===== config.mk =====
export PLATFORM = sky130hd
export DESIGN_NAME = l15_bridge
export DESIGN_NICKNAME = d
export VERILOG_FILES = /design/src/l15_bridge_pkg.sv /design/src/l15_bridge.sv /design/src/l15_bridge_ctrl.sv /design/src/l15_req_fifo.sv
export SDC_FILE = /design/constraint.sdc
export NUM_CORES = 1
export LEC_CHECK = 0
export ABC_AREA = 1
export BUFFER_PORTS_ARGS = -buffer_cell sky130_fd_sc_hd__buf_2
export CORE_AREA = 2 2 359 361
export DETAILED_ROUTE_END_ITERATION = 6
export DIE_AREA = 0 0 361 363
export GPL_TIMING_DRIVEN = 0
export PLACE_DENSITY_LB_ADDON = 0.25
export RECOVER_POWER = 50
export SLEW_MARGIN = 20
export SYNTH_ARGS = -nofsm -noshare
export SYNTH_HDL_FRONTEND = slang
export SYNTH_SLANG_ARGS = --single-unit

===== constraint.sdc =====
create_clock -name clk_i -period 20.5 [get_ports clk_i]
set_clock_uncertainty 0.15 [all_clocks]
set_input_delay 3.075 -clock clk_i [delete_from_list [all_inputs] [get_ports clk_i]]
set_output_delay 3.075 -clock clk_i [all_outputs]
set_load 0.05 [all_outputs]

===== src/l15_bridge_pkg.sv =====
package l15_bridge_pkg;

  // L1.5 interface widths
  localparam int l15_addr_w  = 40;
  localparam int l15_dword_w = 64;

  // Request sources, the data engine has the higher index and wins arbitration
  localparam int num_src    = 2;
  localparam int src_icache = 0;
  localparam int src_dcache = 1;

  // Return types driven by the L1.5
  typedef enum logic [3:0]
  {
    e_load_ret   = 4'd0,
    e_ifill_ret  = 4'd1,
    e_evict_req  = 4'd3,
    e_st_ack     = 4'd4,
    e_int_ret    = 4'd7,
    e_atomic_ret = 4'd14
  } l15_rtntype_e;

  // One request toward the L1.5
  typedef struct packed
  {
    logic [4:0]             rqtype;
    logic                   nc;
    logic [2:0]             size;
    logic [l15_addr_w-1:0]  address;
    logic [l15_dword_w-1:0] data;
    // Way to replace in the L1 on a fill
    logic [1:0]             l1rplway;
    logic [3:0]             amo_op;
  } l15_req_t;

  // One return from the L1.5, shared by both engines
  typedef struct packed
  {
    l15_rtntype_e           rtntype;
    logic                   noncacheable;
    logic                   atomic;
    logic                   threadid;
    logic [l15_dword_w-1:0] data_0;
    logic [l15_dword_w-1:0] data_1;
    logic [l15_dword_w-1:0] data_2;
    logic [l15_dword_w-1:0] data_3;
    // Invalidation info, only meaningful on evict and ack returns
    logic [11:0]            inval_address_15_4;
    logic                   inval_icache_inval;
    logic                   inval_dcache_inval;
    logic                   inval_icache_all_way;
    logic                   inval_dcache_all_way;
    logic [1:0]             inval_way;
  } l15_ret_t;

endpackage

===== src/l15_bridge.sv =====
module l15_bridge
  #(parameter int fifo_els_p = 4)
  (input                                                           clk_i
   , input                                                         rst_n_i

   // Engine requests
   , input  l15_bridge_pkg::l15_req_t [l15_bridge_pkg::num_src-1:0] src_req_i
   , input  logic [l15_bridge_pkg::num_src-1:0]                    src_req_v_i
   , output logic [l15_bridge_pkg::num_src-1:0]                    src_req_ready_o

   // Bridge to L1.5
   , output l15_bridge_pkg::l15_req_t                              l15_req_o
   , output logic                                                  l15_req_val_o
   , input  logic                                                  l15_req_ack_i

   // L1.5 to bridge
   , input  l15_bridge_pkg::l15_ret_t                              l15_ret_i
   , input  logic                                                  l15_ret_val_i

   // Engine returns
   , output l15_bridge_pkg::l15_ret_t                              src_ret_o
   , output logic [l15_bridge_pkg::num_src-1:0]                    src_ret_v_o
   , input  logic [l15_bridge_pkg::num_src-1:0]                    src_ret_ready_i
   , output logic                                                  l15_ret_ack_o
   );

  l15_bridge_pkg::l15_req_t [l15_bridge_pkg::num_src-1:0] head;
  logic [l15_bridge_pkg::num_src-1:0]                    head_v;
  logic [l15_bridge_pkg::num_src-1:0]                    head_yumi;

  // One request queue per engine
  for (genvar i = 0; i < l15_bridge_pkg::num_src; i++)
  begin : g_src
    l15_req_fifo
      #(.fifo_els_p(fifo_els_p))
      u_req_fifo
      (.clk_i(clk_i)
       , .rst_n_i(rst_n_i)

       , .data_i(src_req_i[i])
       , .v_i(src_req_v_i[i])
       , .ready_o(src_req_ready_o[i])

       , .data_o(head[i])
       , .v_o(head_v[i])
       , .yumi_i(head_yumi[i])
       );
  end

  l15_bridge_ctrl
    u_ctrl
    (.head_i(head)
     , .head_v_i(head_v)
     , .head_yumi_o(head_yumi)

     , .l15_req_o(l15_req_o)
     , .l15_req_val_o(l15_req_val_o)
     , .l15_req_ack_i(l15_req_ack_i)

     , .l15_ret_val_i(l15_ret_val_i)
     , .l15_ret_rtntype_i(l15_ret_i.rtntype)

     , .src_ret_v_o(src_ret_v_o)
     , .src_ret_ready_i(src_ret_ready_i)
     , .l15_ret_ack_o(l15_ret_ack_o)
     );

  // Both engines see the same return payload, the valids pick the receiver
  assign src_ret_o = l15_ret_i;

endmodule


===== src/l15_bridge_ctrl.sv =====
module l15_bridge_ctrl
  (// Queue heads, one per source
   input  l15_bridge_pkg::l15_req_t [l15_bridge_pkg::num_src-1:0] head_i
   , input  logic [l15_bridge_pkg::num_src-1:0]                    head_v_i
   , output logic [l15_bridge_pkg::num_src-1:0]                    head_yumi_o

   // Request port of the L1.5
   , output l15_bridge_pkg::l15_req_t                              l15_req_o
   , output logic                                                  l15_req_val_o
   , input  logic                                                  l15_req_ack_i

   // Return port of the L1.5
   , input  logic                                                  l15_ret_val_i
   , input  l15_bridge_pkg::l15_rtntype_e                          l15_ret_rtntype_i

   // Return valids toward the engines
   , output logic [l15_bridge_pkg::num_src-1:0]                    src_ret_v_o
   , input  logic [l15_bridge_pkg::num_src-1:0]                    src_ret_ready_i
   , output logic                                                  l15_ret_ack_o
   );

  logic [l15_bridge_pkg::num_src-1:0] grant;
  logic                               icache_takes;
  logic                               dcache_takes;

  // Fixed priority, highest index first so the data engine wins
  always_comb
  begin
    grant = '0;
    for (int i = l15_bridge_pkg::num_src - 1; i >= 0; i--)
    begin
      if (head_v_i[i] && (grant == '0))
      begin
        grant[i] = 1'b1;
      end
    end
  end

  // One-hot select of the granted head
  always_comb
  begin
    l15_req_o = '0;
    for (int i = 0; i < l15_bridge_pkg::num_src; i++)
    begin
      if (grant[i])
      begin
        l15_req_o = head_i[i];
      end
    end
  end

  assign l15_req_val_o = |grant;

  // Head leaves its queue on the acked cycle
  assign head_yumi_o = grant & {l15_bridge_pkg::num_src{l15_req_ack_i}};

  // Loads, stores and atomics belong to the data engine only
  assign icache_takes = !(l15_ret_rtntype_i inside {l15_bridge_pkg::e_load_ret,
                                                    l15_bridge_pkg::e_st_ack,
                                                    l15_bridge_pkg::e_atomic_ret});

  // Instruction fills belong to the fetch engine only
  assign dcache_takes = (l15_ret_rtntype_i != l15_bridge_pkg::e_ifill_ret);

  always_comb
  begin
    src_ret_v_o = '0;
    src_ret_v_o[l15_bridge_pkg::src_icache] = l15_ret_val_i & icache_takes;
    src_ret_v_o[l15_bridge_pkg::src_dcache] = l15_ret_val_i & dcache_takes;
  end

  // Return is consumed once any destination takes it
  assign l15_ret_ack_o = |(src_ret_v_o & src_ret_ready_i);

endmodule


===== src/l15_req_fifo.sv =====
module l15_req_fifo
  #(parameter int fifo_els_p = 4)
  (input                              clk_i
   , input                            rst_n_i

   // Enqueue side
   , input  l15_bridge_pkg::l15_req_t data_i
   , input  logic                     v_i
   , output logic                     ready_o

   // Dequeue side
   , output l15_bridge_pkg::l15_req_t data_o
   , output logic                     v_o
   , input  logic                     yumi_i
   );

  localparam int ptr_w_lp = (fifo_els_p > 1) ? $clog2(fifo_els_p) : 1;
  localparam int cnt_w_lp = $clog2(fifo_els_p + 1);

  l15_bridge_pkg::l15_req_t mem_r [fifo_els_p];

  logic [ptr_w_lp-1:0] wr_ptr_r;
  logic [ptr_w_lp-1:0] rd_ptr_r;
  logic [cnt_w_lp-1:0] count_r;

  logic enq;
  logic deq;

  // Pointer advance with wrap, depth need not be a power of two
  function automatic logic [ptr_w_lp-1:0] ptr_inc(input logic [ptr_w_lp-1:0] ptr);
    logic [ptr_w_lp-1:0] nxt;
    if (ptr == ptr_w_lp'(fifo_els_p - 1))
      nxt = '0;
    else
      nxt = ptr + 1'b1;
    return nxt;
  endfunction

  assign ready_o = (count_r != cnt_w_lp'(fifo_els_p));
  assign v_o     = (count_r != '0);

  assign enq = v_i & ready_o;
  assign deq = yumi_i & v_o;

  // Head is read straight from storage
  assign data_o = mem_r[rd_ptr_r];

  always_ff @(posedge clk_i)
  begin
    if (enq)
    begin
      mem_r[wr_ptr_r] <= data_i;
    end
  end

  always_ff @(posedge clk_i)
  begin
    if (!rst_n_i)
    begin
      wr_ptr_r <= '0;
      rd_ptr_r <= '0;
      count_r  <= '0;
    end
    else
    begin
      if (enq)
      begin
        wr_ptr_r <= ptr_inc(wr_ptr_r);
      end

      if (deq)
      begin
        rd_ptr_r <= ptr_inc(rd_ptr_r);
      end

      // Occupancy holds when both sides move in the same cycle
      if (enq && !deq)
      begin
        count_r <= count_r + 1'b1;
      end
      else if (deq && !enq)
      begin
        count_r <= count_r - 1'b1;
      end
    end
  end

endmodule


# --- After elaboration in Yosys (flattened, before gate mapping) ---
# Memories as Yosys holds them, arrays and structs flattened. A register that Yosys moved wholly into a read port is not among the register bits.
# Cells that the tools add are included.
word_totals:
  mem_count: 2
  latchBits: 0
  ff_bits: 14
  romBits: 0
  wordCells: 72
  ramBits: 952
memory_table:
  columns: ["memory", "words", "width", "read_ports", "rd_clocked_by_memory_dff", "write_ports", "line_no", "source"]
  rows:
  - ["g_src[0].u_req_fifo.mem_r", 4, 119, 1, 1, 1, "l15_req_fifo.sv:20", "l15_bridge_pkg::l15_req_t mem_r [fifo_els_p];"]
  - ["g_src[1].u_req_fifo.mem_r", 4, 119, 1, 1, 1, "l15_req_fifo.sv:20", null]
op_classes:
  eq_ne: 9
  n_mux: 20
  shifts: 0
  n_lt_le_gt_ge: 0
  n_div: 0
  bitwise_logic: 9
  add_sub_neg: 8
  mul: 0
  reduce_logical: 18
ops:
  columns: ["op", "n"]
  rows:
  - ["2-to-1 mux 119 bit", 2]
  - ["2-to-1 mux 2 bit", 8]
  - ["2-to-1 mux 3 bit", 4]
  - ["nonzero test 3 bit", 3]
  - ["adder 2 x 1 -> 2 bit, second input constant", 4]
  - ["== test 2 bit, second input constant", 4]
  - ["adder 3 x 1 -> 3 bit, second input constant", 2]
  - ["AND 1 bit", 6]
  - ["2-to-1 mux 1 bit", 6]
  - ["inequality test 3 bit, second input constant", 2]
  - ["subtractor 3 x 1 -> 3 bit, second input constant", 2]
  - ["logical AND 1 bit", 5]
  - ["logical NOT 1 bit", 5]
  - ["AND 2 bit", 2]
  - ["== test 4 x 3 -> 1 bit, second input constant", 1]
  - ["== test 4 bit, second input constant", 1]
  - ["logical NOT 4 bit", 1]
  - ["inequality test 4 x 1 -> 1 bit, second input constant", 1]
  - ["nonzero test 2 bit", 2]
  - ["OR reduction 2 bit", 2]
  - ["inverter 1 bit", 1]

# --- Longest topological paths before layout ---
logic_depth:
  word_depth: 10
  ltp_mapped: 13
  depth_no_buf: 13

# --- Hierarchy ---
# From an unflattened synthesis, not the netlist that was laid out.
hier_totals:
  cells_unflattened: 3139
  hier_area_um2: 40909.2
modules_own_cells:
  columns: ["module", "cells_per_inst", "instances", "area_each_um2", "seq_area_each_um2"]
  rows:
  - ["l15_req_fifo", 1221, 2, 18147.4, 14473.9]
  - ["l15_bridge_ctrl", 416, 1, 2504.9, 0.0]
  - ["l15_bridge", 281, 1, 2109.5, 0.0]

# --- Worst setup path after synthesis ---
# Ideal clock, no wire load.
synth_timing:
  path_type: "input-to-reg"
  startpoint: "input port src_req_v_i[0] in the netlist's numbering"
  endpoint: "memory g_src[0].u_req_fifo.mem_r[0][0] in the netlist's numbering, enable pin"
  slack_ns: 11.596
  path_stages: 2
  setup_ns: 0.599
  arrival_ns: 8.155
  path_buffers: 0
  required_ns: 19.751
  path_cell_list: "nand2_1 -> nor2_1"
synth_between:
  elab_chain_len: 3
synth_rtl:
  columns: ["item", "line_no", "source"]
  rows:
  - ["from (decl)", "l15_bridge.sv:8", ", input logic [l15_bridge_pkg::num_src-1:0] src_req_v_i"]
  - ["AND 1 bit", "l15_req_fifo.sv:42", "assign enq = v_i & ready_o;"]
  - ["2-to-1 mux 1 bit", "l15_req_fifo.sv:50", "if (enq)"]
  - ["2-to-1 mux 1 bit (not written as such)", "l15_req_fifo.sv:52", "mem_r[wr_ptr_r] <= data_i;"]
  - ["to (decl)", "l15_req_fifo.sv:20", null]
# Every way passes these cells.

# --- Worst setup path in the final report ---
layout_timing:
  startpoint: "input port l15_ret_i[278] in the netlist's numbering"
  endpoint: "output port l15_ret_ack_o"
layout_between:
  elab_chain_len: 6
  elab_cells_between_ends: 10
  classes_between: "eq/ne (3); bitwise (3); reduce/logical (4)"
layout_rtl:
  columns: ["item", "line_no", "source"]
  rows:
  - ["from (decl)", "l15_bridge.sv:17", ", input l15_bridge_pkg::l15_ret_t l15_ret_i"]
  - ["== test 4 x 3 -> 1 bit (tied with other cells)", "l15_bridge_ctrl.sv:58", "assign icache_takes = !(l15_ret_rtntype_i inside {l15_bridge_pkg::e_load_ret,"]
  - ["nonzero test 3 bit", "l15_bridge_ctrl.sv:58", null]
  - ["logical NOT 1 bit", "l15_bridge_ctrl.sv:58", null]
  - ["AND 1 bit", "l15_bridge_ctrl.sv:68", "src_ret_v_o[l15_bridge_pkg::src_icache] = l15_ret_val_i & icache_takes;"]
  - ["AND 2 bit *", "l15_bridge_ctrl.sv:73", "assign l15_ret_ack_o = |(src_ret_v_o & src_ret_ready_i);"]
  - ["OR reduction 2 bit *", "l15_bridge_ctrl.sv:73", null]
  - ["to (decl)", "l15_bridge.sv:24", ", output logic l15_ret_ack_o"]
# Mark *: on every way between the ends. The rest lies on a longest branch, timed or not.

==> run metrics <==
clock share of power 0.234; Die Span Y 363 µm; Worst path slowest cell a31oi_1; num rows 131; P_int 4.15 mW; part of the power in combinational logic 0.440; most frequent cell after synthesis edfxtp_1; antenna viol nets, final 0; Max Clock Freq 124 MHz; fraction of the mapped netlist area in simple logic gates 0.127; post-CTS setup buffers 0; class of the worst hold path reg -> reg; LEAKAGE 18.9 nW; Placement Setup Slack between 10000 and 15000 ps; normalized max-slew margin -0.220; WHS Path Cells 1; dpl cell area 47100 µm²; total gr overflow 0; post-route setup slack 12420 ps; first-pass GRT wire length ~230000 µm; pwr dens roughly 150 nW/µm²; peak supply drop 0.108 mV; syn_nets 4009; drt via density about 4.9; post-synthesis mux area share 0; CTS Buffer Depth 3; final slew viol count 67; Post-synth top flop edfxtp_1; post-synthesis register bit count 970; WS Path Type in -> out; Clock H-tree levels 3; sequential cell area fraction in the yosys report 0.714; CP cell instances buf_2 > inv_1 > a31oi_1 > nand2_1 > nand2_1 > buf_2; Distinct cells, synth 18; gpl congestion just under 1; share of the synthesized area in the top cell type 0.706; antenna violations before repair 90; GRT Total Usage 0.263; final WL 178000 µm; vias in the first global route 27200; Area contributors post-synth edfxtp_1, nor2_1, buf_4, o21ai_0, nand2_1; Fin. Hold Viols 0; Core ar. ~130000 µm²; Post-Synth XOR/XNOR Area 0; initial DRC count 3189; synthesized instance count 3468; Num CTS Buffers 101; Final setup viols 0; Area Growth Syn to Fin 22.8%; post-DR wirelength/cell 29.4 µm; ys async rst share 0; CP max FO 3; CP Capture Type primary output; worst r2r path cells 6; failing checks capacitance limit, slew limit; RR Endpoint g_src[1].u_req_fifo.mem_r[0][28]; total power draw 7.56 mW; Vias 29400; CTS tree done; DRC 0; cell area after layout 49800 µm²; root buffer cell clkbuf_16; Buf/Inv on CP 3; Worst Hold Path EP g_src[1].u_req_fifo.count_r[0]; Synth Area in Compound Gates 0.0760; dominant combinational cell family by area after synthesis simple AND/OR/NAND/NOR gates; R2R Setup Slk 17050 ps; unrepaired setup endpoints after global routing false; Net Switching 3.41 mW; Top delay family on crit path compound AO/OA/AOI/OAI gates; Post-CTS Resized 0; Req. time, crit path 17280 ps; Syn. warnings 0; Post-synth EDFFs 952; Top-Level Pins 933; Crit Reg-Reg Startpoint g_src[1].u_req_fifo.count_r[0]; CP startpoint kind input port; dpl hpwl 139000 µm; port bufs 655; Switching Share 0.451; Post-Syn Area per Cell 11.7 µm²; slowest stage delay, CP 790 ps; largest net degree at the start of global routing 23; Synth area leader edfxtp_1; Final #Nets ~4800; Pre-antenna DRT Iters 6; outcome finished with violations; clk sinks 970; Flop pwr share 0.326; clk_lat worst skew 710 ps; hold_buf cts 0; Synth Area in Adders 0.00469; setup_tns 0 ps; layout cells sized above 1 0.224; Max-cap violations 5; period utilization 0.394; Die ar. 131000 µm²; arrival time at the worst endpoint ~4900 ps; hold path start g_src[1].u_req_fifo.count_r[0]; Synth Cell Area 40500 µm²; Initial Utilization 0.319; Final Util 0.392; min Tclk post-route 8080 ps; worst slew pin tran 1820 ps; Die X 361 µm; Clock Pin Slew Worst Setup and Hold Paths 60 ps; top post-synthesis cells by count edfxtp_1, nor2_1, nand2_1, o21ai_0, buf_4
==> flip-flops by register name, indices dropped and copies added (netlist names), named ones only <==
name and cells:
g_src.u_req_fifo.rd_ptr_r 4, g_src.u_req_fifo.count_r 6, g_src.u_req_fifo.mem_r 952, g_src.u_req_fifo.wr_ptr_r 4
==> worst register-to-register path, cell delays in order (launching register included) <==
cell      delay (ps)
dfxtp_1          400
inv_1             90
nand3_1          150
nand2_1          200
nor2_1           640
clkbuf_1        1170
buf_12           320
==> stage by stage <==
step                hold slack [ps]  instances
floorplan                       316       3468
global placement                335       5785
detailed placement              346       5838
CTS                             360       6020
global route                    398       6033
finish                          359       6052
==> metal layers <==
layer / wire length, µm / GRT usage / up-vias
li1: - / - / 13300
met1: 71200 / 0.330 / 14400
met2: 84100 / 0.431 / 1309
met3: 16300 / 0.0821 / 285
met4: 6270 / 0.0907 / 46
met5: 305 / 0 / -
==> power by group through the flow <==
stage / clock network [mW] / logic, mW / registers (mW)
floorplan: 0 / 2.12 / 2.54
global placement: 0 / 3.28 / 2.59
detailed placement: 0 / 3.38 / 2.50
CTS: 1.79 / 3.39 / 2.46
global route: 1.87 / 3.54 / 2.48
finish: 1.76 / 3.33 / 2.46
==> final cells by class <==
class,instances,area (µm²)
clock buffers,127,2670
diodes,32,80.1
multi-input cells,1997,8410
well taps,1662,2080
plain buffers,467,3040
fillers,12400,77300
inverters,34,128
flip-flops and latches,970,28900
clock inverters,55,472
repair buffers,708,3950
==> worst max path at each step <==
stage | slack [ps] | cells past startpoint | start | end
finish | 12420 | 6 | l15_ret_i[278] | l15_ret_ack_o
floorplan | 11600 | 2 | src_req_v_i[0] | g_src[0].u_req_fifo.mem_r[0][0]
CTS | 12580 | 6 | l15_ret_i[278] | l15_ret_ack_o
detailed placement | 12590 | 6 | l15_ret_i[278] | l15_ret_ack_o
global route | 12530 | 6 | l15_ret_i[278] | l15_ret_ack_o
global placement | 6060 | 3 | src_req_v_i[1] | g_src[1].u_req_fifo.mem_r[3][31]
==> cells in the final DEF, fill, tap and decap left out, types with 3 or more instances in the layout <==
| cell type | synthesis | layout |
|---|---|---|
| buf_1 | 9 | 9 |
| buf_6 | 14 | 14 |
| inv_6 | 0 | 5 |
| clkinv_2 | 0 | 12 |
| clkinv_1 | 0 | 25 |
| nand3_1 | 6 | 6 |
| buf_4 | 287 | 287 |
| diode_2 | 0 | 32 |
| edfxtp_1 | 952 | 952 |
| clkbuf_1 | 79 | 349 |
| inv_1 | 32 | 32 |
| o21ai_0 | 396 | 396 |
| buf_16 | 0 | 10 |
| ha_1 | 12 | 12 |
| a21oi_1 | 7 | 7 |
| bufinv_16 | 0 | 7 |
| nor2_1 | 869 | 869 |
| buf_2 | 78 | 493 |
| dfxtp_1 | 18 | 18 |
| o21ai_1 | 211 | 211 |
| buf_12 | 0 | 33 |
| clkbuf_8 | 0 | 4 |
| clkbuf_16 | 0 | 101 |
| nand2_1 | 493 | 493 |
| clkinvlp_4 | 0 | 3 |
==> cell families after synthesis <==
group | count (synthesis)
AOI/OAI and AO/OA | 615
and+or+nand+nor | 1368
adders and majority gates | 14
buffers and inverters | 501
DFF | 970
No activity file was read; power rests on OpenSTA's default activity.
